**src/rtl/mem_pkg.sv**
```systemverilog
package mem_pkg;

  // datapath
  localparam int XLEN = 64;
  localparam int REG_IDX_W = 5;

  // data memory geometry
  localparam int LANES = XLEN / 8;
  localparam int DMEM_DEPTH = 256;
  localparam int LANE_IDX_W = $clog2(DMEM_DEPTH);
  localparam int OFFSET_W = $clog2(LANES);

  typedef logic [XLEN-1:0] xlen_t;
  typedef logic [XLEN-1:0] addr_t;
  typedef logic [REG_IDX_W-1:0] reg_idx_t;
  typedef logic [7:0] byte_t;

  // address bits 10:3 select the lane word, 2:0 the byte lane
  typedef logic [LANE_IDX_W-1:0] lane_idx_t;
  typedef logic [OFFSET_W-1:0] offset_t;
  typedef logic [LANES-1:0] lane_mask_t;

  typedef logic [3:0] mem_op_t;
  typedef logic [1:0] size_t;

  // operation codes
  localparam mem_op_t OP_NONE = 4'd0;
  localparam mem_op_t OP_LB = 4'd1;
  localparam mem_op_t OP_LH = 4'd2;
  localparam mem_op_t OP_LW = 4'd3;
  localparam mem_op_t OP_LD = 4'd4;
  localparam mem_op_t OP_LBU = 4'd5;
  localparam mem_op_t OP_LHU = 4'd6;
  localparam mem_op_t OP_LWU = 4'd7;
  localparam mem_op_t OP_SB = 4'd8;
  localparam mem_op_t OP_SH = 4'd9;
  localparam mem_op_t OP_SW = 4'd10;
  localparam mem_op_t OP_SD = 4'd11;

  // access size, 1/2/4/8 bytes
  localparam size_t SIZE_B = 2'd0;
  localparam size_t SIZE_H = 2'd1;
  localparam size_t SIZE_W = 2'd2;
  localparam size_t SIZE_D = 2'd3;

endpackage
```
**src/rtl/dmem_ctrl.sv**
```systemverilog
`timescale 1ns/1ns

module dmem_ctrl (
  input  logic                                  clk,
  input  logic                                  rst,
  input  logic                                  rw_valid,
  input  logic                                  rw_write,
  input  mem_pkg::addr_t                        rw_addr,
  input  mem_pkg::xlen_t                        rw_wdata,
  input  mem_pkg::size_t                        rw_size,
  output logic                                  rw_ready,
  output mem_pkg::lane_mask_t                   lane_en,
  output mem_pkg::lane_mask_t                   lane_we,
  output mem_pkg::lane_idx_t                    lane_index,
  output mem_pkg::byte_t [mem_pkg::LANES-1:0]   lane_wdata,
  output logic                                  issue,
  output mem_pkg::offset_t                      issue_offset,
  output mem_pkg::size_t                        issue_size
);

  logic pending;
  logic accept;
  mem_pkg::offset_t offset;
  mem_pkg::lane_mask_t size_mask;
  mem_pkg::lane_mask_t lane_mask;

  assign accept = rw_valid && !pending;
  assign offset = rw_addr[mem_pkg::OFFSET_W-1:0];

  always_comb begin
    case (rw_size)
      mem_pkg::SIZE_B: size_mask = mem_pkg::lane_mask_t'(8'h01);
      mem_pkg::SIZE_H: size_mask = mem_pkg::lane_mask_t'(8'h03);
      mem_pkg::SIZE_W: size_mask = mem_pkg::lane_mask_t'(8'h0f);
      default: size_mask = mem_pkg::lane_mask_t'(8'hff);
    endcase
  end

  assign lane_mask = size_mask << offset;

  assign lane_en = accept ? lane_mask : '0;
  assign lane_we = (accept && rw_write) ? lane_mask : '0;
  assign lane_index = rw_addr[mem_pkg::OFFSET_W +: mem_pkg::LANE_IDX_W];
  // store bytes moved up to their lanes
  assign lane_wdata = rw_wdata << {offset, 3'b000};

  assign issue = accept;
  assign issue_offset = offset;
  assign issue_size = rw_size;

  // high for the single cycle after accept
  always_ff @(posedge clk) begin
    if (rst) begin
      pending <= 1'b0;
    end else begin
      pending <= accept;
    end
  end

  assign rw_ready = pending;

endmodule

```
**config.mk**
```make
export PLATFORM = sky130hd
export DESIGN_NAME = dmem_ctrl
export DESIGN_NICKNAME = d
export VERILOG_FILES = /design/src/rtl/mem_pkg.sv /design/src/rtl/dmem_ctrl.sv
export SDC_FILE = /design/constraint.sdc
export NUM_CORES = 1
export LEC_CHECK = 0
export ABC_AREA = 1
export ABC_CLOCK_PERIOD_IN_PS = 2000
export BUFFER_PORTS_ARGS = -buffer_cell sky130_fd_sc_hd__buf_2
export CORE_AREA = 2 2 89 91
export DETAILED_ROUTE_END_ITERATION = 7
export DIE_AREA = 0 0 91 93
export MAX_ROUTING_LAYER = met4
export PLACE_DENSITY = 0.68
export SYNTH_ARGS = -nofsm -noshare
export SYNTH_HDL_FRONTEND = slang
export SYNTH_SLANG_ARGS = --single-unit
```
**constraint.sdc**
```tcl
create_clock -name clk -period 2 [get_ports clk]
set_input_delay 0.4 -clock clk [delete_from_list [all_inputs] [get_ports clk]]
set_output_delay 0.4 -clock clk [all_outputs]
set_load 0.02 [all_outputs]
```
==> impl_results.md <==
- Synth Area in Compound Gates: 0.0993
- Adder-Cell Fraction of Synth Area: 0
- CP Buf/Inv Count: 4
- Via count: around 3,500
- RSZ-0062 raised after global routing: false
- Max Freq: about 540 MHz
- Post-synthesis cell area: about 2100 µm²
- Post-Synth XOR/XNOR Area: 0
- Hold buffer count at CTS: 0
- Vias in the first global route: approximately 3,100
- Final worst-path cycle share: 0.933
- Post-CTS Setup Bufs: 0
- Avg Synthesized Cell Area: between 4 and 5 µm²
- Layout Area Growth over Synthesis: 40.3%
- Remaining Overflow, GRT: 0
- MaxCap Viol Count: 0
- DRC: 0
- Final hold violation count: 0
- Simple-gate share of the synthesized area: 0.706
- First-pass GRT wire length: about 14,000 µm
- Max reg flops: 1
- Largest family of logic cells by synthesized area: simple AND/OR/NAND/NOR gates
- Initial antenna violation count: 1
- Max-Slew Margin vs Limit: 0.797
- Critical Path Most Common Cell: nand2_1
- Worst Hold Class: input port to flip-flop
- Dpl cell area: around 3000 µm²
- Max FO, Critical Path: 29
- Crit path largest cell delay: 0.20 ns
- Global Route Usage Sum: 0.202
- Final Cell Area: approximately 3000 µm²
- Pwr/cell area: roughly 290 nW/µm²
- Post-synthesis net count: ~610
- HPWL Detailed: approximately 7000 µm
- Row cnt: 32
- Layout cells sized above 1: 0.308
- PortBufs: between 150 and 200
- Period minus WS final: roughly 1.9 ns
- Post-route ant nets: 0
- Ys Warns: 0
- Leakage power: between 1.5 and 2 nW
- Post-synthesis cell type count: 18
- WL final: approximately 9000 µm
- Crit path max-delay family: buffers and inverters
- Post-synthesis sequential element count: 1
- Clk_skew: 0 ns
- Final std cells w/o fill: between 700 and 800
- Number of nets in the layout: approximately 740
- I/O pins: 229
- Syn Inst Count: roughly 470
- Arr. time, crit path: between 1 and 1.5 ns
- Routed len/inst: 12.6 µm
- Worst-path cell chain: buf_2, inv_2, buf_12, nand2_1, nand2_1, nand2_1, o21ai_0, buf_2
- Die Height: approximately 93 µm
- Worst EP required: about 1.6 ns
- Final setup violation count: 0
- Status: finished clean
- Final Total Pwr: between 0.8 and 0.9 mW
- Inst Count DP: between 700 and 800
- Routability cong.: around 0.89
- Mux cell area share after synthesis: 0
- Chip Width: a little over 90 µm
- Core Area: about 7500 µm²
- Slew @ Worst Pin: slightly above 0.3 ns
- Routed vias/inst: between 4 and 5
- Drt first pass iters: 5
- Starting Density: 0.281
- Clock-pin slew on the worst setup and hold paths: 0 ns
- Critical Path Slowest Stage Cell: buf_2
- Largest net degree at the start of global routing: 37
- Clock Latency Late Sink: 0 ns
- Setup WS post-layout: 0.135 ns
- Stages on the worst setup path: 8
- Worst R2R Path Depth: 3
- Sequential cell area fraction in the yosys report: 0.00946
- Slew Viols, Final: 0
- Worst Hold Depth: 2
- Startpoint types: input port
- DR iter-0 viols: between 200 and 250
- Endpoint class of the critical path: primary output
- VDD IR max: between 0.15 and 0.2 mV
- Post-cts gate resize count: 0
- Pre-CTS setup slack: ~0.13 ns
- Final core utilization: 0.395
- Setup CP Type: input port to primary output
- Die area: approximately 8500 µm²
cells in the mapped netlist:
master | n | area (µm²)
a21oi_1 | 14 | 70.1
buf_1 | 5 | 18.8
buf_2 | 14 | 70.1
buf_4 | 21 | 158
buf_6 | 3 | 33.8
clkbuf_1 | 3 | 11.3
dfxtp_1 | 1 | 20.0
inv_1 | 23 | 86.3
inv_2 | 4 | 15.0
nand2_1 | 197 | 739
nand2_2 | 3 | 18.8
nand3_1 | 110 | 551
nor2_1 | 38 | 143
nor2_2 | 1 | 6.26
nor2_4 | 1 | 11.3
nor3_1 | 5 | 25.0
o21ai_0 | 12 | 60.1
o21ai_1 | 16 | 80.1
logic make-up (layout without fill, tap and decap cells):
family / Yosys count / in the layout
DFF: 1 / 1
other: 0 / 1
AOI/OAI and AO/OA: 42 / 42
buffers and inverters: 73 / 203
and+or+nand+nor: 355 / 355
placed cells by master, fill, tap and decap left out, drive strengths merged:
cell / instances
nand3: 110
buf: 176
dfxtp: 1
diode: 1
o21ai: 28
inv: 27
nor2: 40
a21oi: 14
nor3: 5
nand2: 200
per-stage QoR:
stage	setup TNS [ns]	hold slack [ns]
4_1_cts	0	0.561
3_5_place_dp	0	0.560
5_1_grt	0	0.571
6_report	0	0.559
3_3_place_gp	0	0.556
2_1_floorplan	-0.135	0.472
area by class of cell:
type | instances | area [µm²]
diodes | 1 | 2.50
fillers | 882 | 4560
flip-flops and latches | 1 | 20.0
inverters | 27 | 101
well taps | 102 | 128
repair buffers | 176 | 1010
multi-input cells | 397 | 1700
path summary, 6_finish.rpt:
path,start,end,slack (ns)
hold / removal,rst,rw_ready,0.56
setup reg to reg,rw_ready,rw_ready,1.23
hold reg to reg,rw_ready,rw_ready,0.62
setup / recovery,rw_addr[0],lane_wdata[44],0.13
metal layers:
metal,wire length (µm),part of all wire,GRT usage
met2,3950,0.45,0.327
met3,766,0.086,0.0298
met5,0,0,-
met4,133,0.015,0.0265
met1,4020,0.45,0.276
power by group:
part           switching, mW     total, mW  leakage, nW  internal (mW)
sequential          0.000576        0.0221      0.00829         0.0215
combinational          0.542         0.840         1.84          0.298
clock                      0  0.0000000668   0.00000634   0.0000000668
Power figures use the tool's default switching activity.
