===== src/rtl/mem_pkg.sv =====
package mem_pkg;

  // datapath
  localparam int XLEN = 64;
  localparam int REG_IDX_W = 5;

  // data memory geometry
  localparam int LANES = XLEN / 8;
  localparam int DMEM_DEPTH = 256;
  localparam int LANE_IDX_W = $clog2(DMEM_DEPTH);
  localparam int OFFSET_W = $clog2(LANES);

  typedef logic [XLEN-1:0] xlen_t;
  typedef logic [XLEN-1:0] addr_t;
  typedef logic [REG_IDX_W-1:0] reg_idx_t;
  typedef logic [7:0] byte_t;

  // address bits 10:3 select the lane word, 2:0 the byte lane
  typedef logic [LANE_IDX_W-1:0] lane_idx_t;
  typedef logic [OFFSET_W-1:0] offset_t;
  typedef logic [LANES-1:0] lane_mask_t;

  typedef logic [3:0] mem_op_t;
  typedef logic [1:0] size_t;

  // operation codes
  localparam mem_op_t OP_NONE = 4'd0;
  localparam mem_op_t OP_LB = 4'd1;
  localparam mem_op_t OP_LH = 4'd2;
  localparam mem_op_t OP_LW = 4'd3;
  localparam mem_op_t OP_LD = 4'd4;
  localparam mem_op_t OP_LBU = 4'd5;
  localparam mem_op_t OP_LHU = 4'd6;
  localparam mem_op_t OP_LWU = 4'd7;
  localparam mem_op_t OP_SB = 4'd8;
  localparam mem_op_t OP_SH = 4'd9;
  localparam mem_op_t OP_SW = 4'd10;
  localparam mem_op_t OP_SD = 4'd11;

  // access size, 1/2/4/8 bytes
  localparam size_t SIZE_B = 2'd0;
  localparam size_t SIZE_H = 2'd1;
  localparam size_t SIZE_W = 2'd2;
  localparam size_t SIZE_D = 2'd3;

endpackage

===== src/rtl/mem_stage.sv =====
`timescale 1ns/1ns

module mem_stage (
  input  logic              clk,
  input  logic              rst,
  input  logic              in_valid,
  input  mem_pkg::addr_t    in_pc,
  input  mem_pkg::mem_op_t  in_mem_op,
  input  mem_pkg::addr_t    in_addr,
  input  mem_pkg::xlen_t    in_store_data,
  input  mem_pkg::xlen_t    in_alu_result,
  input  mem_pkg::reg_idx_t in_rd_addr,
  input  logic              in_rd_ena,
  output logic              in_allowin,
  output logic              wb_valid,
  output mem_pkg::addr_t    wb_pc,
  output mem_pkg::reg_idx_t wb_rd_addr,
  output logic              wb_rd_ena,
  output mem_pkg::xlen_t    wb_data,
  input  logic              wb_allowin,
  output logic              fwd_valid,
  output mem_pkg::reg_idx_t fwd_rd_addr,
  output mem_pkg::xlen_t    fwd_data,
  output logic              rw_valid,
  input  logic              rw_ready,
  output logic              rw_write,
  output mem_pkg::addr_t    rw_addr,
  output mem_pkg::xlen_t    rw_wdata,
  output mem_pkg::size_t    rw_size,
  input  mem_pkg::xlen_t    rw_rdata
);

  typedef enum logic [1:0] {IDLE, ADDR, RETN} mem_state_t;

  mem_state_t state;
  logic valid;

  // pipeline register
  mem_pkg::addr_t pc_r;
  mem_pkg::mem_op_t op_r;
  mem_pkg::addr_t addr_r;
  mem_pkg::xlen_t sdata_r;
  mem_pkg::xlen_t alu_r;
  mem_pkg::reg_idx_t rd_addr_r;
  logic rd_ena_r;
  mem_pkg::xlen_t load_data;

  logic is_load;
  logic is_store;
  logic load_signed;
  logic complete;
  logic accept;
  logic in_is_mem;
  mem_pkg::xlen_t load_ext;

  // decode of the held operation
  always_comb begin
    is_load = op_r inside {mem_pkg::OP_LB, mem_pkg::OP_LH, mem_pkg::OP_LW, mem_pkg::OP_LD,
                           mem_pkg::OP_LBU, mem_pkg::OP_LHU, mem_pkg::OP_LWU};
    is_store = op_r inside {mem_pkg::OP_SB, mem_pkg::OP_SH, mem_pkg::OP_SW, mem_pkg::OP_SD};
    load_signed = op_r inside {mem_pkg::OP_LB, mem_pkg::OP_LH, mem_pkg::OP_LW};
    case (op_r)
      mem_pkg::OP_LB, mem_pkg::OP_LBU, mem_pkg::OP_SB: rw_size = mem_pkg::SIZE_B;
      mem_pkg::OP_LH, mem_pkg::OP_LHU, mem_pkg::OP_SH: rw_size = mem_pkg::SIZE_H;
      mem_pkg::OP_LW, mem_pkg::OP_LWU, mem_pkg::OP_SW: rw_size = mem_pkg::SIZE_W;
      default: rw_size = mem_pkg::SIZE_D;
    endcase
  end

  // rdata arrives right-justified with upper bytes zero
  always_comb begin
    case (rw_size)
      mem_pkg::SIZE_B: load_ext = {{(mem_pkg::XLEN-8){load_signed & rw_rdata[7]}},
                                   rw_rdata[7:0]};
      mem_pkg::SIZE_H: load_ext = {{(mem_pkg::XLEN-16){load_signed & rw_rdata[15]}},
                                   rw_rdata[15:0]};
      mem_pkg::SIZE_W: load_ext = {{(mem_pkg::XLEN-32){load_signed & rw_rdata[31]}},
                                   rw_rdata[31:0]};
      default: load_ext = rw_rdata;
    endcase
  end

  assign in_is_mem = in_mem_op != mem_pkg::OP_NONE;
  assign complete = !(is_load || is_store) || state == RETN;
  assign in_allowin = !valid || (complete && wb_allowin);
  assign accept = in_valid && in_allowin;

  always_ff @(posedge clk) begin
    if (rst) begin
      valid <= 1'b0;
      state <= IDLE;
    end else begin
      if (in_allowin) begin
        valid <= in_valid;
      end
      if (accept) begin
        state <= in_is_mem ? ADDR : IDLE;
      end else if (state == ADDR && rw_ready) begin
        state <= RETN;
      end else if (in_allowin) begin
        // item left without a successor
        state <= IDLE;
      end
    end
  end

  always_ff @(posedge clk) begin
    if (accept) begin
      pc_r <= in_pc;
      op_r <= in_mem_op;
      addr_r <= in_addr;
      sdata_r <= in_store_data;
      alu_r <= in_alu_result;
      rd_addr_r <= in_rd_addr;
      rd_ena_r <= in_rd_ena;
    end
    if (state == ADDR && rw_ready) begin
      load_data <= load_ext;
    end
  end

  // memory request
  assign rw_valid = state == ADDR;
  assign rw_write = is_store;
  assign rw_addr = addr_r;
  assign rw_wdata = sdata_r;

  // write-back
  assign wb_valid = valid && complete;
  assign wb_pc = pc_r;
  assign wb_rd_addr = rd_addr_r;
  assign wb_rd_ena = rd_ena_r;
  assign wb_data = is_load ? load_data : (is_store ? addr_r : alu_r);

  // forward, load data only good once complete
  assign fwd_valid = valid && rd_ena_r;
  assign fwd_rd_addr = rd_addr_r;
  assign fwd_data = wb_data;

endmodule


===== config.mk =====
export PLATFORM = sky130hd
export DESIGN_NAME = mem_stage
export DESIGN_NICKNAME = d
export VERILOG_FILES = /design/src/rtl/mem_pkg.sv /design/src/rtl/mem_stage.sv
export SDC_FILE = /design/constraint.sdc
export NUM_CORES = 1
export LEC_CHECK = 0
export BUFFER_PORTS_ARGS = -buffer_cell sky130_fd_sc_hd__buf_4
export CORE_AREA = 2 2 265 267
export DETAILED_ROUTE_END_ITERATION = 6
export DIE_AREA = 0 0 267 269
export PLACE_DENSITY = 0.38
export SLEW_MARGIN = 0
export SYNTH_ARGS = -nofsm -noshare
export SYNTH_HDL_FRONTEND = slang
export SYNTH_SLANG_ARGS = --single-unit

===== constraint.sdc =====
create_clock -name clk -period 6.3 [get_ports clk]
set_input_delay 0.63 -clock clk [delete_from_list [all_inputs] [get_ports clk]]
set_output_delay 0.63 -clock clk [all_outputs]
set_load 0.005 [all_outputs]

==> out/results.ini, run 1 <==
[run_status]
status = completed

[floorplanning]
core_area_um2 = 69300
die_w_um = 267
rows = 97
die_area_um2 = 71820
boundaryPins = 673
fp.dieH_um = 269
floorplan.initialDensity_pct = 18.38

[clock_network]
cts_buffers = 42
cts_root_buf = clkbuf_16
postCtsSetupBuffers = 0
tritoncts = done
cts.sinks = 335
clk_pin_slew_ns = 0.06
postCtsHoldBufs = 0
post_cts_resized = 0
clk_latency_ns = 0.57
cts.htree.levels = 2
clk_path_buf_depth = 3

[route]
route.detailed.drc = 0
post_drt_wl_per_cell_um = 19.44
drtPass1Iterations = 4
dr.first_iter.drc_count = 395
drt_wl_total_mm = 45.32
vias_per_cell = 3.588
postRouteAntennaNets = 0
num_vias = 8364

[setup_path]
worstReg2RegEnd = alu_r[41]
crit_start = op_r[3]
worstSetupStartpointType = flip-flop
critPathCaptureType = output pin
crit_fanout = 35
crit_type = reg -> out
worstPathRequired_ns = 5.67
crit_end = wb_data[7]
reg2regPathDepth = 4
critPathArrivalTime_ns = 3.27
timing.reg2reg.setup_slack_ns = 3.78
r2r-start = op_r[0]

[global_route]
track_usage_pct = 11.97
antenna_found_initial = 4
overflow = 0
grt_max_degree = 147
grt_pass1_vias = 9015
grt_pass1_wl_mm = 62.13

[placement]
io_buffers = 672
dpl_worst_slack_ns = 2.821
dp_hpwl_mm = 34.21
routabilityCongestion = 0.7588

[pwr]
powerDensity_nw_per_um2 = 290.1
ir_drop_mv = 0.2102
p_leak_nw = 8.209

[yosys]
synth_common_cells = 330 x edfxtp_1, 73 x buf_4, 68 x mux2i_1, 68 x nand2_1, 56 x a21o_1
synth-seq-area-share_pct = 78.57
synthTopCellsByArea = edfxtp_1 78%, mux2i_1 5.3%, buf_4 4.3%
synth_fp_nets = 1071
postSynthCellCount = 736
synth-async-reset-ratio_pct = 0
synth_area_um2 = 12740
yosysMostFrequentCell = edfxtp_1
ys_seq_elements = 335
synth_top_cell_by_area = edfxtp_1
syn_area_per_cell_um2 = 17.31
synth_top_flop_cell = edfxtp_1
yosys_warnings = 0
ys_types = 34
synth_edf_count = 330
synth_top_area_share_pct = 77.78

[timing]
fin_ws_ns = 2.400
final-setup-viol-count = 0
finalCritPeriodShare_pct = 61.90
drv_slew = 0
finalHoldViolCount = 0
finalClockSkew_ns = 0.03067
period_needed_ns = 3.900
worstMarginPinSlew_ns = 1.019
rsz0062_at_grt = false
setup_tns_ns = 0
fmax_ghz = 0.2564
holdWs_ns = 0.2330
max_slew_margin_pct = 31.88

[run]
max_cap_violations = 0

[final_layout]
nets = 1692
num-fill-cells = 7123
drive_gt1_share_pct = 54.03
multi_input_area_um2 = 2007
regArea_um2 = 10010
area_growth_pct = 54.18

[hold_path]
hp-class = in -> reg

## cell type report
type,count,share of cell area [%]
inverters,4,0.08918
repair buffers,679,26.08
flip-flops and latches,335,50.96
clock buffers,52,5.542
multi-input cells,295,10.22
well taps,940,5.988
diodes,3,0.03822
clock inverters,23,1.089
## worst min path at each step
stage	startpoint	end	slack (ns)	cells after the start
5_1_grt	rw_rdata[6]	load_data[6]	0.18	1
4_1_cts	rw_rdata[6]	load_data[6]	0.18	1
2_1_floorplan	state[0]	state[0]	0.49	2
3_5_place_dp	state[0]	state[0]	0.53	2
6_report	rw_rdata[6]	load_data[6]	0.23	1
3_3_place_gp	state[0]	state[0]	0.52	2
## flip-flops by register name, summed over array words and instances (netlist names)
register	cells
alu_r	64
fwd_rd_addr	5
load_data	64
op_r	4
rw_addr	64
rw_size	2
rw_wdata	64
state	2
valid	1
wb_pc	64
wb_rd_ena	1
## placed cells by master (no fill, tap or decap), types with 2 or more instances in the layout
cell type / synthesis / final
clkinv_2: 0 / 5
buf_4: 73 / 677
clkbuf_16: 0 / 42
nor3_4: 2 / 2
dfxtp_1: 5 / 5
nor2_1: 5 / 4
diode_2: 0 / 3
o21ai_1: 23 / 23
clkbuf_1: 15 / 10
bufinv_16: 0 / 3
mux2i_1: 68 / 68
nor2b_1: 3 / 2
inv_1: 3 / 3
and2_1: 4 / 2
clkinv_4: 0 / 2
nand2_1: 68 / 68
a21o_1: 56 / 56
a21oi_1: 3 / 3
clkinv_1: 0 / 10
o21ai_0: 48 / 48
edfxtp_1: 330 / 330
buf_12: 0 / 2
## critical path: stages, from the launching register on
cell and delay (ns):
edfxtp_1 0.53, nand2b_1 0.18, inv_4 0.56, buf_4 0.63
mux2i_1 0.17, o21ai_0 0.42, buf_4 0.20
## through the flow
step                      power [mW]  area (um2)  cells  utilization (%)
after floorplan                2.997       12740    736                -
after global placement         3.444       18330   2253            26.45
after detailed placement       3.447       18330   2253            26.45
after CTS                      5.830       19640   2328            28.33
after global routing           5.957       19640   2330            28.34
final                          5.698       19640   2331            28.34
## metal layers
metal | track usage [%] | part of all wire (%)
met5 | 0 | 0.020
met4 | 4.327 | 2.5
met3 | 4.904 | 9.3
met2 | 21.26 | 53
met1 | 12.76 | 36
## cells by family after synthesis
group	Yosys count	synth area share (%)
muxes	69	5.461
buffers and inverters	106	5.824
and+or+nand+nor	88	3.172
DFF	335	78.57
AOI/OAI and AO/OA	138	6.973
## report_power, final
group | internal [mW] | switching, mW
combinational | 0.395 | 0.322
sequential | 2.61 | 0.0485
clock | 1.35 | 0.965
total | 4.36 | 1.34
No activity file was read; power rests on OpenSTA's default activity.
==> run 2, diff against run 1 <==
--- a/config.mk
+++ b/config.mk
@@ -9,7 +9,7 @@
 export CORE_AREA = 2 2 265 267
 export DETAILED_ROUTE_END_ITERATION = 6
 export DIE_AREA = 0 0 267 269
-export PLACE_DENSITY = 0.38
+export PLACE_DENSITY = 0.37
 export SLEW_MARGIN = 0
 export SYNTH_ARGS = -nofsm -noshare
 export SYNTH_HDL_FRONTEND = slang
==> constraint.sdc (replaced) <==
create_clock -name clk -period 3.76 [get_ports clk]
set_input_delay 0.376 -clock clk [delete_from_list [all_inputs] [get_ports clk]]
set_output_delay 0.376 -clock clk [all_outputs]
set_load 0.005 [all_outputs]
==> out/results.ini, run 2 (synthesis gave the netlist of run 1 again) <==
[setup_path]
worst_path_most_repeated_cell = buf_4
critPathCaptureType = output pin
critPathSlowestCell = inv_4
critPathArrivalTime_ns = 2.81  ; -0.46 ns
worstSetupStartpointType = flip-flop
crit_type = reg -> out
crit_chain = nand2b_1 -> inv_4 -> buf_4 -> mux2i_1 -> o21ai_0 -> buf_4
crit_start = op_r[2]
timing.reg2reg.setup_slack_ns = 1.31  ; -2.47 ns
worstPathRequired_ns = 3.38  ; -2.29 ns
max_stage_delay_ns = 0.48  ; -0.15 ns
crit_fanout = 28  ; -20%
r2r-start = op_r[0]

[route]
vias_per_cell = 3.670  ; +2.3%
route.detailed.drc = 0  ; unchanged
drtPass1Iterations = 6  ; +2
dr.first_iter.drc_count = 457  ; +16%
num_vias = 9586  ; +15%
drt_wl_total_mm = 47.61  ; +5.1%
post_drt_wl_per_cell_um = 18.23  ; -6.2%
postRouteAntennaNets = 0  ; unchanged

[global_route]
grt_pass1_wl_mm = 66.99  ; +7.8%
track_usage_pct = 12.63  ; +0.65 points
overflow = 0  ; unchanged
grt_max_degree = 121  ; -18%
grt_pass1_vias = 10410  ; +16%
antenna_found_initial = 5  ; +1

[placement]
dp_hpwl_mm = 34.76  ; +1.6%
routabilityCongestion = 0.7511  ; -1.0%
io_buffers = 672  ; unchanged
place_area_um2 = 18460  ; +0.68%
dp.cells = 2263  ; +0.44%

[timing]
worstMarginPinSlew_ns = 1.046  ; +0.02696 ns
period_needed_ns = 3.183
rsz0062_at_grt = false
setup_tns_ns = 0  ; unchanged
final-setup-viol-count = 0  ; unchanged
fmax_ghz = 0.3142
finalClockSkew_ns = 0.02121  ; -0.009456 ns
finalCritPeriodShare_pct = 84.66
drv_slew = 0  ; unchanged
max_slew_margin_pct = 30.25  ; -1.6 points
holdWs_ns = 0.05440  ; -0.1786 ns
finalHoldViolCount = 0  ; unchanged

[final_layout]
final_area_um2 = 22470  ; +14%
stdcell_count = 2612  ; +12%
area_growth_pct = 76.35
final_cell_mix = 683 x buf_4, 330 x edfxtp_1, 274 x dlygate4sd3_1, 68 x nand2_1, 68 x mux2i_1
layout_commonest_cell = buf_4
num-fill-cells = 6910  ; -3.0%
drive_gt1_share_pct = 45.54  ; -8.5 points
nets = 1977  ; +17%

[clock_network]
cts.sinks = 335  ; unchanged
cts_root_buf = clkbuf_16
cts_buffers = 43  ; +2.4%
clk_latency_ns = 0.57  ; about the same
post_cts_resized = 0  ; unchanged
postCtsSetupBuffers = 0  ; unchanged
clk_path_buf_depth = 3  ; unchanged
clk_pin_slew_ns = 0.05  ; about the same
tritoncts = done
postCtsHoldBufs = 274  ; +274
cts.htree.levels = 2  ; unchanged

[pwr]
powerDensity_nw_per_um2 = 432.9  ; +49%
p_leak_nw = 9.398  ; +14%
ir_drop_mv = 0.3702  ; +76%
p_total_mw = 9.726  ; +71%

[floorplanning]
core_area_um2 = 69300  ; unchanged
boundaryPins = 673  ; unchanged
die_area_um2 = 71820  ; unchanged
floorplan.initialDensity_pct = 18.38  ; unchanged
die_w_um = 267  ; unchanged
fp.dieH_um = 269  ; unchanged
rows = 97  ; unchanged

[hold_path]
hp-start = in_mem_op[3]
hp-class = in -> reg

[run]
max_cap_violations = 0  ; unchanged

[run_status]
status = completed

-- run 2: cell types whose count changed in the layout (fill, tap and decap cells not counted) --
cell           delta
dlygate4sd3_1   +274
buf_4             +6
buf_12            +4
bufinv_16         -2
clkinv_2          +2
clkinv_4          -2
clkinvlp_4        +2
diode_2           -2
clkbuf_1          -1
clkbuf_16         +1
clkinv_1          -1
clkinv_8          +1
inv_16            -1
-- run 2: cell type report --
cell class	instances	area, um2	share of cell area [%]
flip-flops and latches	335	10010	44.55
repair buffers	963	7990	35.56
multi-input cells	295	2007	8.933
well taps	940	1176	5.235
clock buffers	52	1110	4.940
clock inverters	22	153.9	0.6850
inverters	4	17.52	0.07797
diodes	1	2.502	0.01114
-- run 2: per-layer routing --
metal  vias to the layer above  global-route usage, %  wire length [um]  part of all wire (%)
met3                        70                  4.128              3546                   7.4
li1                       4516                      -                 -                     -
met5                         -                      0                46                 0.097
met4                         8                  3.796              1054                   2.2
met2                       347                  22.54             24990                    52
met1                      4645                  14.30             17970                    38
-- run 2: report_power, final --
| part | leakage (nW) | total [mW] | internal, mW | switching [mW] |
|---|---|---|---|---|
| logic | 5.61 | 1.46 | 0.863 | 0.596 |
| registers | 3.18 | 4.47 | 4.38 | 0.0892 |
| clock network | 0.610 | 3.80 | 2.16 | 1.64 |
| total | 9.40 | 9.73 | 7.40 | 2.32 |
-- run 2: metrics by stage --
stage / setup slack, ns / utilization (%)
5_1_grt: 0.4544 / 32.42
4_1_cts: 0.4892 / 32.42
3_3_place_gp: 1.167 / 26.63
2_1_floorplan: -2.249 / -
6_report: 0.5769 / 32.42
3_5_place_dp: 1.113 / 26.63
-- run 2: critical path, delay by kind of cell, from the launching register on --
kind,cells,cell delay (ns)
AOI/OAI and AO/OA,1,0.41
buffers and inverters,3,0.97
DFF,1,0.46
muxes,1,0.09
and+or+nand+nor,1,0.25
-- run 2: final timing paths --
check / to / depth (start not counted)
worst min-delay path: op_r[3] / 1
worst min register to register: state[0] / 2
worst max register to register: rw_addr[40] / 4
worst max-delay path: fwd_data[0] / 6
