## config.mk

```make
export PLATFORM = sky130hd
export DESIGN_NAME = load_align
export DESIGN_NICKNAME = d
export VERILOG_FILES = /design/src/rtl/mem_pkg.sv /design/src/rtl/load_align.sv
export SDC_FILE = /design/constraint.sdc
export NUM_CORES = 1
export LEC_CHECK = 0
export BUFFER_PORTS_ARGS = -buffer_cell sky130_fd_sc_hd__buf_2
export CAP_MARGIN = 20
export CORE_MARGIN = 10
export CORE_UTILIZATION = 31
export DETAILED_ROUTE_END_ITERATION = 10
export GPL_TIMING_DRIVEN = 0
export HOLD_SLACK_MARGIN = 0.06
export PLACE_DENSITY = 0.73
export RECOVER_POWER = 50
export SLEW_MARGIN = 20
export SYNTH_ARGS = -nofsm -noshare
export SYNTH_HDL_FRONTEND = slang
export SYNTH_SLANG_ARGS = --single-unit
export TNS_END_PERCENT = 100
```

## constraint.sdc

```tcl
create_clock -name clk -period 1.5 [get_ports clk]
set_clock_uncertainty 0.1 [all_clocks]
set_input_delay 0.075 -clock clk [delete_from_list [all_inputs] [get_ports clk]]
set_output_delay 0.075 -clock clk [all_outputs]
set_load 0.1 [all_outputs]
```

## src/rtl/mem_pkg.sv

```systemverilog
package mem_pkg;

  // datapath
  localparam int XLEN = 64;
  localparam int REG_IDX_W = 5;

  // data memory geometry
  localparam int LANES = XLEN / 8;
  localparam int DMEM_DEPTH = 256;
  localparam int LANE_IDX_W = $clog2(DMEM_DEPTH);
  localparam int OFFSET_W = $clog2(LANES);

  typedef logic [XLEN-1:0] xlen_t;
  typedef logic [XLEN-1:0] addr_t;
  typedef logic [REG_IDX_W-1:0] reg_idx_t;
  typedef logic [7:0] byte_t;

  // address bits 10:3 select the lane word, 2:0 the byte lane
  typedef logic [LANE_IDX_W-1:0] lane_idx_t;
  typedef logic [OFFSET_W-1:0] offset_t;
  typedef logic [LANES-1:0] lane_mask_t;

  typedef logic [3:0] mem_op_t;
  typedef logic [1:0] size_t;

  // operation codes
  localparam mem_op_t OP_NONE = 4'd0;
  localparam mem_op_t OP_LB = 4'd1;
  localparam mem_op_t OP_LH = 4'd2;
  localparam mem_op_t OP_LW = 4'd3;
  localparam mem_op_t OP_LD = 4'd4;
  localparam mem_op_t OP_LBU = 4'd5;
  localparam mem_op_t OP_LHU = 4'd6;
  localparam mem_op_t OP_LWU = 4'd7;
  localparam mem_op_t OP_SB = 4'd8;
  localparam mem_op_t OP_SH = 4'd9;
  localparam mem_op_t OP_SW = 4'd10;
  localparam mem_op_t OP_SD = 4'd11;

  // access size, 1/2/4/8 bytes
  localparam size_t SIZE_B = 2'd0;
  localparam size_t SIZE_H = 2'd1;
  localparam size_t SIZE_W = 2'd2;
  localparam size_t SIZE_D = 2'd3;

endpackage
```

## src/rtl/load_align.sv

```systemverilog
`timescale 1ns/1ns

module load_align (
  input  logic                                clk,
  input  logic                                rst,
  input  logic                                issue,
  input  mem_pkg::offset_t                    issue_offset,
  input  mem_pkg::size_t                      issue_size,
  input  mem_pkg::byte_t [mem_pkg::LANES-1:0] lane_rdata,
  output mem_pkg::xlen_t                      rw_rdata
);

  mem_pkg::offset_t offset_r;
  mem_pkg::size_t size_r;
  mem_pkg::xlen_t keep;

  always_ff @(posedge clk) begin
    if (rst) begin
      offset_r <= '0;
      size_r <= mem_pkg::SIZE_D;
    end else if (issue) begin
      offset_r <= issue_offset;
      size_r <= issue_size;
    end
  end

  always_comb begin
    case (size_r)
      mem_pkg::SIZE_B: keep = mem_pkg::xlen_t'(8'hff);
      mem_pkg::SIZE_H: keep = mem_pkg::xlen_t'(16'hffff);
      mem_pkg::SIZE_W: keep = mem_pkg::xlen_t'(32'hffff_ffff);
      default: keep = '1;
    endcase
  end

  // shift selected bytes down to bit 0
  assign rw_rdata = (lane_rdata >> {offset_r, 3'b000}) & keep;

endmodule

```

==> results of run 1 <==
-- flip-flops by register name, summed over array words and instances, names as in the netlist --
register  count
offset_r      3
size_r        2
-- area by class of cell --
cell class	count	area (µm²)	share of cell area (%)
multi-input cells	215	2980	53.5
repair buffers	160	1980	35.6
plain buffers	23	354	6.37
flip-flops and latches	5	110	1.98
well taps	75	93.8	1.69
clock buffers	4	45.0	0.810
-- what timing repair did --
action | CTS | global route
hold buffers | 6 | 0
gates cloned | 4 | 1
pin swaps | 25 | 17
endpoints found under the setup margin | 64 | 64
setup buffers | 11 | 4
gates resized for setup | 349 | 71
endpoints found under the hold margin | 5 | 0
-- cell families (layout without fill, tap and decap cells) --
kind of cell	Yosys count	count (layout)	share of synthesized area [%]
AO/OA/AOI/OAI	66	66	23.7
buffers and inverters	25	187	11.1
flip-flops	5	5	5.09
multiplexers	75	75	40.2
AND/OR/NAND/NOR	74	74	19.9
-- worst min-delay path by stage --
stage	to	slack [ns]	depth (start not counted)
4_1_cts	offset_r[1]	0.20	3
3_3_place_gp	size_r[1]	0.18	2
3_5_place_dp	size_r[1]	0.19	2
2_1_floorplan	offset_r[0]	0.04	1
5_1_grt	offset_r[0]	0.29	3
6_report	offset_r[0]	0.23	3
-- cell usage in the layout, fill, tap and decap left out, types with 3 or more instances in the layout --
cell type,instances
buf_12,77
buf_2,70
mux2_4,31
nor2_4,23
mux2i_4,23
a22oi_2,16
o22ai_4,15
mux2i_1,12
buf_4,12
nand2_4,9
mux2i_2,8
a221oi_4,8
and2_4,8
nand2_1,8
o21ai_4,8
a211oi_4,8
buf_6,7
nor2b_1,6
dlygate4sd3_1,6
o21ai_0,5
clkbuf_8,4
clkbuf_16,3
nor2_2,3
nor2b_2,3
o21ai_1,3
clkbuf_1,3
nor2_1,3
-- through the flow --
step | setup WS (ns) | cells | setup TNS, ns
5_1_grt | -0.504 | 482 | -28.29
6_report | -0.513 | 482 | -27.02
2_1_floorplan | -0.503 | 245 | -15.50
3_3_place_gp | -0.620 | 454 | -25.93
4_1_cts | -0.380 | 477 | -19.61
3_5_place_dp | -0.643 | 454 | -27.20
-- synthesized netlist by cell type, drive strengths merged --
master   number
and3b         1
or2           1
and4bb        1
nand2b        2
nand3b        2
o22ai        16
nor3b         1
a22oi        16
buf          21
dfxtp         5
o21ai        16
mux2         32
nand4bb       1
nor2b        11
and2          8
nand2        17
mux2i        43
a221oi        8
clkbuf        4
a211o         2
nor2         29
a211oi        8
-- tightest hold or removal path, delay by kind of cell --
family                 cells  cell delay (ns)
multiplexers               1             0.17
buffers and inverters      1             0.20
AND/OR/NAND/NOR            1             0.08
-- metal layers --
metal	up-vias	part of all wire, %	routed length, µm
met2	294	50	8390
met1	1564	33	5490
li1	1267	-	-
met5	-	0	0
met4	0	7.8	1310
met3	93	9.0	1500
-- where the power goes --
| part | internal [mW] | switching, mW |
|---|---|---|
| sequential | 0.142 | 0.0236 |
| clock | 0.183 | 0.0756 |
| combinational | 1.68 | 2.81 |
==> reports/qor.log, run 1 <==
INFO  drt            wl_per_cell=34.6µm
INFO  sta            timing.final.setup_violations=64
INFO  synth          post_synthesis_net_count=317
INFO  final_layout   layout.filler_cells=200
INFO  cts            h-tree-depth=1
INFO  power          power-per-cell-area=884nW/µm²
INFO  critical_path  timing.critical_path.from_type=flop
INFO  sta            slew_viol_final=0
INFO  power          totalPowerFinal=4.91mW
INFO  sta            final_hold_viol_count=0
INFO  final_layout   area_growth_syn_to_layout=183%
INFO  global_route   antenna_found_initial=0
INFO  final_layout   num_antenna_cells=0
INFO  critical_path  timing.critical_path.fanout_max=7
INFO  critical_path  worstSetupEndpoint=rw_rdata[11]
INFO  synth          synth_area_leaders=mux2i_1, mux2_2, a22oi_1, nor2_1, buf_6
INFO  global_route   pin_count_of_the_biggest_net_entering_global_routing=11
INFO  synth          synthDistinctLibCells=33
INFO  synth          yosys_register_bits=5
INFO  sta            maxSlewHeadroom=70.7%
INFO  global_route   grt_use_met1=28.3%
INFO  place          detailedPlacementHpwl=8.06mm
INFO  critical_path  worst_ep_arrival_time=1.84ns
INFO  critical_path  critical_path.reg2reg.startpoint=offset_r[0]
INFO  floorplan      initial_core_util=32.6%
INFO  critical_path  worst_setup_path_startpoint=offset_r[1]
INFO  synth          synthCells=245
INFO  global_route   global_route.peak_usage_layer=met2
INFO  critical_path  critical_path.most_common_cell=buf_12
INFO  synth          ys_warn_count=0
INFO  global_route   use_met2=49.2%
INFO  synth          library_cell_with_the_largest_summed_area_after_synthesis=mux2i_1
INFO  global_route   number_of_global_route_vias_before_repair=3,576
INFO  critical_path  worst_r2r_endpoint=offset_r[0]
INFO  global_route   grt_remaining_overflow=0
INFO  global_route   grt_pass1_wl=21.6mm
INFO  cts            cts-buffers-inserted=3
INFO  place          global_placer_s_final_weighted_congestion=0.878
INFO  global_route   grt_util_all_layers=27.9%
INFO  synth          post-synth-top-area-fraction=21.9%
INFO  place          buffer_ports.inserted=134
INFO  sta            grt_setup_unrepaired=yes
INFO  run            reported_max_cap_violation_count=0
INFO  drt            drt-initial-drc-count=312
INFO  critical_path  worst_setup_path_end_kind=output port
INFO  cts            tritoncts_clock_tree=built
INFO  cts            clkTransAtPathRegs=0.04ns
INFO  sta            period_needed=2.01ns
INFO  sta            finalWorstSetupSlack=-0.513ns
INFO  critical_path  regToRegSetupSlack=0.31ns
INFO  floorplan      fp.coreArea=6030µm²
INFO  floorplan      die-width=99.7µm
INFO  floorplan      total_i_o_pin_count=136
INFO  drt            antenna_violation_net_count_after_detailed_routing=0
INFO  final_layout   layout.core_utilization=92.3%
INFO  sta            min_period_over_period=134%
INFO  drt            dr_total_vias=3,218
INFO  floorplan      die_area=9930µm²
INFO  synth          syn-cell-area=1970µm²
INFO  drt            routed_wl=16.7mm
INFO  floorplan      std_cell_rows=28
INFO  critical_path  critical_path.top_delay_family=buffers and inverters
INFO  worst_hold_path hold_start=issue
INFO  sta            timing.fmax=0.497GHz
INFO  critical_path  critical_path.max_stage_delay=0.45ns
INFO  power          p_leak=2.15nW
INFO  critical_path  worstRegToRegCells=4
INFO  sta            worst_hold_slack=0.234ns
INFO  status         result_of_the_run=complete, but fails checks
INFO  critical_path  crit_cells=6
INFO  worst_hold_path worst_hold_path_class=primary input to flop
INFO  final_layout   finalNetCount=480
INFO  cts            root_buffer=clkbuf_8
INFO  synth          synth_sequential_area_ratio=5.09%
INFO  cts            clock_latency=0.22ns
INFO  final_layout   design_area=5560µm²
INFO  cts            clkSinkCount=5
INFO  drt            dr.pass1.iters=5
INFO  critical_path  critical_path.n_buffers_inverters=3
INFO  power          vdd_ir_drop_max=0.825mV
INFO  floorplan      die_h=99.7µm
INFO  final_layout   layout-drive-gt1-share=86.5%
INFO  place          placed_area=3400µm²
INFO  cts            cts-root-to-sink-buffers=2
INFO  global_route   gr-usage-met3=6.71%
INFO  status         violations=negative setup slack
INFO  critical_path  cp_max_delay_cell=dfxtp_4
INFO  synth          synthesis.area_per_instance=8.03µm²
INFO  drt            routed_via_density=6.68
INFO  drt            drcViolationCount=0
INFO  sta            worst_pin_slew=0.427ns
INFO  critical_path  path_class=flop to output port
INFO  critical_path  critPathRequiredTime=1.32ns
INFO  critical_path  worstPathCellList=buf_12, buf_12, mux2_4, o22ai_2, a211oi_4, buf_8
(Power assumes the default switching activity.)
==> run 2: changes to the inputs <==
--- a/config.mk
+++ b/config.mk
@@ -5,6 +5,7 @@
 export SDC_FILE = /design/constraint.sdc
 export NUM_CORES = 1
 export LEC_CHECK = 0
+export ABC_AREA = 1
 export BUFFER_PORTS_ARGS = -buffer_cell sky130_fd_sc_hd__buf_2
 export CAP_MARGIN = 20
 export CORE_MARGIN = 10
@@ -12,7 +13,7 @@
 export DETAILED_ROUTE_END_ITERATION = 10
 export GPL_TIMING_DRIVEN = 0
 export HOLD_SLACK_MARGIN = 0.06
-export PLACE_DENSITY = 0.73
+export PLACE_DENSITY = 0.7
 export RECOVER_POWER = 50
 export SLEW_MARGIN = 20
 export SYNTH_ARGS = -nofsm -noshare
==> run 2 against run 1 <==
The flow still finishes with violations (negative setup slack). Non-clock buffer count rose by 20. Core utilization fell by 11 points. Setup slack gained 0.16 ns. Via count up 45%. Synthesized cell count increased by 110%. Total power rose by 5.2%. Routed wire length increased by 5.5%. Flip-flop and latch count did not move. Critical endpoint is now rw_rdata[32]. Largest cell class unchanged. Largest power group unchanged. Highest routed layer unchanged.
==> reports/qor.log, run 2 <==
INFO  status         violations=negative setup slack
INFO  drt            drt-initial-drc-count=475
INFO  critical_path  timing.critical_path.fanout_max=10
INFO  drt            routed_wl=17.6mm
INFO  power          p_leak=2.88nW
INFO  critical_path  critPathRequiredTime=1.32ns
INFO  drt            dr_total_vias=4,667
INFO  synth          synth_sequential_area_ratio=4.28%
INFO  floorplan      initial_core_util=32.1%
INFO  final_layout   largest_register_ff_count=3
INFO  worst_hold_path worstHoldPathCells=2
INFO  sta            maxSlewHeadroom=68.7%
INFO  global_route   antenna_found_initial=1
INFO  sta            period_needed=1.85ns
INFO  drt            dr.pass1.iters=5
INFO  floorplan      die-width=107µm
INFO  cts            cts-buffers-inserted=3
INFO  run            reported_max_cap_violation_count=0
INFO  drt            dr_wl_met3=2.24mm
INFO  sta            timing.final.setup_violations=64
INFO  synth          synthCells=515
INFO  sta            worst_pin_slew=0.469ns
INFO  synth          synth_enable_flop_cells=0
INFO  synth          synthDistinctLibCells=19
INFO  global_route   pin_count_of_the_biggest_net_entering_global_routing=11
INFO  final_layout   layout.core_utilization=81.6%
INFO  cts            h-tree-depth=1
INFO  sta            timing.fmax=0.540GHz
INFO  worst_hold_path hold_start=size_r[0]
INFO  critical_path  worstRegToRegCells=3
INFO  synth          synthesis.area_per_instance=4.54µm²
INFO  place          buffer_ports.inserted=135
INFO  sta            finalWorstSetupSlack=-0.351ns
INFO  critical_path  worst_r2r_endpoint=offset_r[2]
INFO  floorplan      die_area=11,400µm²
INFO  power          net-switching-power=3.18mW
INFO  floorplan      fp.coreArea=7290µm²
INFO  synth          synthTopCellsByCount=nand2_1, nand3_1, nor2_1
INFO  critical_path  worst_ep_arrival_time=1.68ns
INFO  synth          asyncSetResetFlopFracSynth=0%
INFO  floorplan      die_h=107µm
INFO  sta            min_period_over_period=123%
INFO  critical_path  regToRegSetupSlack=0.26ns
INFO  final_layout   finalNetCount=755
INFO  critical_path  timing.critical_path.from_type=flop
INFO  cts            root_buffer=clkbuf_8
INFO  power          power.share.clock=4.9%
INFO  final_layout   registers.top_by_ff_count=offset_r
INFO  synth          post-synth-top-area-fraction=33.4%
INFO  global_route   number_of_global_route_vias_before_repair=4,754
INFO  synth          ys_warn_count=0
INFO  synth          post_synthesis_net_count=587
INFO  final_layout   layout-drive-gt1-share=59.7%
INFO  critical_path  worst_setup_path_startpoint=offset_r[0]
INFO  synth          yosysMostFrequentCell=nand2_1
INFO  sta            grt_setup_unrepaired=yes
INFO  final_layout   layout.cells.most_common_list=nand2_1, buf_12, buf_2, nand2_2, inv_1
INFO  final_layout   largestRegisters=offset_r (3), size_r (2)
INFO  worst_hold_path worst_hold_path_class=flop to flop
INFO  synth          library_cell_with_the_largest_summed_area_after_synthesis=nand2_1
INFO  synth          yosys_register_bits=5
INFO  drt            wl_per_cell=22.5µm
INFO  critical_path  path_class=flop to output port
INFO  final_layout   layout.filler_cells=481
INFO  power          power.switching_fraction=61.4%
INFO  critical_path  worst_setup_path_end_kind=output port
INFO  global_route   grt_util_all_layers=28.1%
INFO  cts            tritoncts_clock_tree=built
INFO  place          detailedPlacementHpwl=10.9mm
INFO  place          global_placer_s_final_weighted_congestion=0.953
INFO  power          power-per-cell-area=869nW/µm²
INFO  synth          syn-cell-area=2340µm²
INFO  status         result_of_the_run=complete, but fails checks
INFO  drt            antenna_violation_net_count_after_detailed_routing=0
INFO  cts            cts-root-to-sink-buffers=2
INFO  drt            drt-met1-wl=6.20mm
INFO  power          power_frac_seq=3.1%
INFO  cts            clkSinkCount=5
INFO  cts            clock_latency=0.22ns
INFO  power          internal-power=2.00mW
INFO  drt            routed_via_density=5.97
INFO  final_layout   layout_commonest_cell=nand2_1
INFO  worst_hold_path min_delay_worst_endpoint=size_r[0]
INFO  drt            drcViolationCount=0
INFO  floorplan      total_i_o_pin_count=136
INFO  final_layout   area.sequential=114µm²
INFO  drt            met2RoutedLength=8.05mm
INFO  final_layout   multi_input_gate_area=2880µm²
INFO  cts            clkTransAtPathRegs=0.04ns
INFO  drt            dr.max_layer_used=met4
INFO  power          vdd_ir_drop_max=0.653mV
INFO  global_route   grt_remaining_overflow=0
INFO  power          totalPowerFinal=5.17mW
INFO  power          comb_power_share=91.9%
INFO  synth          ys_dominant_reg_cell=dfxtp_1
INFO  sta            final_hold_viol_count=0
INFO  global_route   grt_pass1_wl=25.7mm
INFO  synth          synth_area_leaders=nand2_1, nand3_1, nor2_1, inv_1, o211ai_1
INFO  sta            slew_viol_final=0
INFO  critical_path  critical_path.reg2reg.startpoint=offset_r[2]
INFO  floorplan      std_cell_rows=31
INFO  final_layout   area_growth_syn_to_layout=155%
## run 2: changes by cell type after synthesis, moves of 20 or more
cell,previous run,this run
nand2_1,17,208
mux2_2,32,0
nand3_1,0,76
mux2i_1,43,0
inv_1,0,52
o211ai_1,0,24
a21oi_1,0,20
nor2_1,28,54
## run 2: how the worst max path moves through the flow
stage / slack (ns) / cells after the start / to
after global routing: -0.41 / 7 / rw_rdata[25]
final: -0.35 / 7 / rw_rdata[32]
after floorplan: -0.22 / 5 / rw_rdata[57]
after detailed placement: -0.61 / 6 / rw_rdata[1]
after CTS: -0.30 / 7 / rw_rdata[37]
after global placement: -0.58 / 6 / rw_rdata[4]
## run 2: repair_timing
item,CTS,global route
hold endpoints to repair,5,1
hold buffers,8,1
gates cloned,5,3
endpoints found under the setup margin,65,65
resized for setup,346,94
pin swaps,38,30
buffers inserted,10,7
## run 2: layout make-up
cell class                 count  share of cell area, %
antenna                        1                 0.0421
buffer                        38                   8.64
clock buffer                   4                  0.757
inverter                      54                   3.85
multi-input combinational    416                   48.4
sequential                     5                   1.91
tap                           99                   2.08
timing repair buffer         165                   34.3
## run 2: through the flow
stage	TNS, ns	worst slack, ns	hold slack, ns	instances	cell area (µm²)
2_1_floorplan	-6.08	-0.223	0.0747	515	3250
3_3_place_gp	-18.62	-0.578	0.185	749	4050
3_5_place_dp	-19.68	-0.607	0.195	749	4050
4_1_cts	-13.88	-0.298	0.436	776	5630
5_1_grt	-16.45	-0.405	0.433	782	5950
6_report	-13.56	-0.351	0.411	782	5950
## run 2: kinds of logic (layout without fill, tap and decap cells)
group	Yosys count	count (layout)	share of synthesized area, %
flops	5	5	4.28
simple gates	345	345	60.0
other cells	0	1	0
buf+inv	94	261	18.0
compound gates	71	71	17.8
## run 2: power by group through the flow
stage / Combinational (mW) / Sequential, mW / Clock, mW
after global routing: 4.88 / 0.163 / 0.271
after CTS: 4.53 / 0.156 / 0.260
after global placement: 3.41 / 0.156 / 0
final: 4.75 / 0.162 / 0.256
after floorplan: 2.83 / 0.154 / 0
after detailed placement: 3.43 / 0.157 / 0
## run 2: worst max-delay path: stages, from the launching register on
cell and delay [ns]:
dfxtp_4 0.40, buf_12 0.16, buf_12 0.15, nand2_1 0.08, o211ai_1 0.15, nand2_1 0.18, nor2_4 0.14, buf_12 0.18
## run 2: routing by layer
layer / vias up / track usage, %
met5: - / 0
met4: 0 / 15.6
met3: 110 / 7.25
met2: 414 / 48.3
met1: 2149 / 31.0
li1: 1994 / -
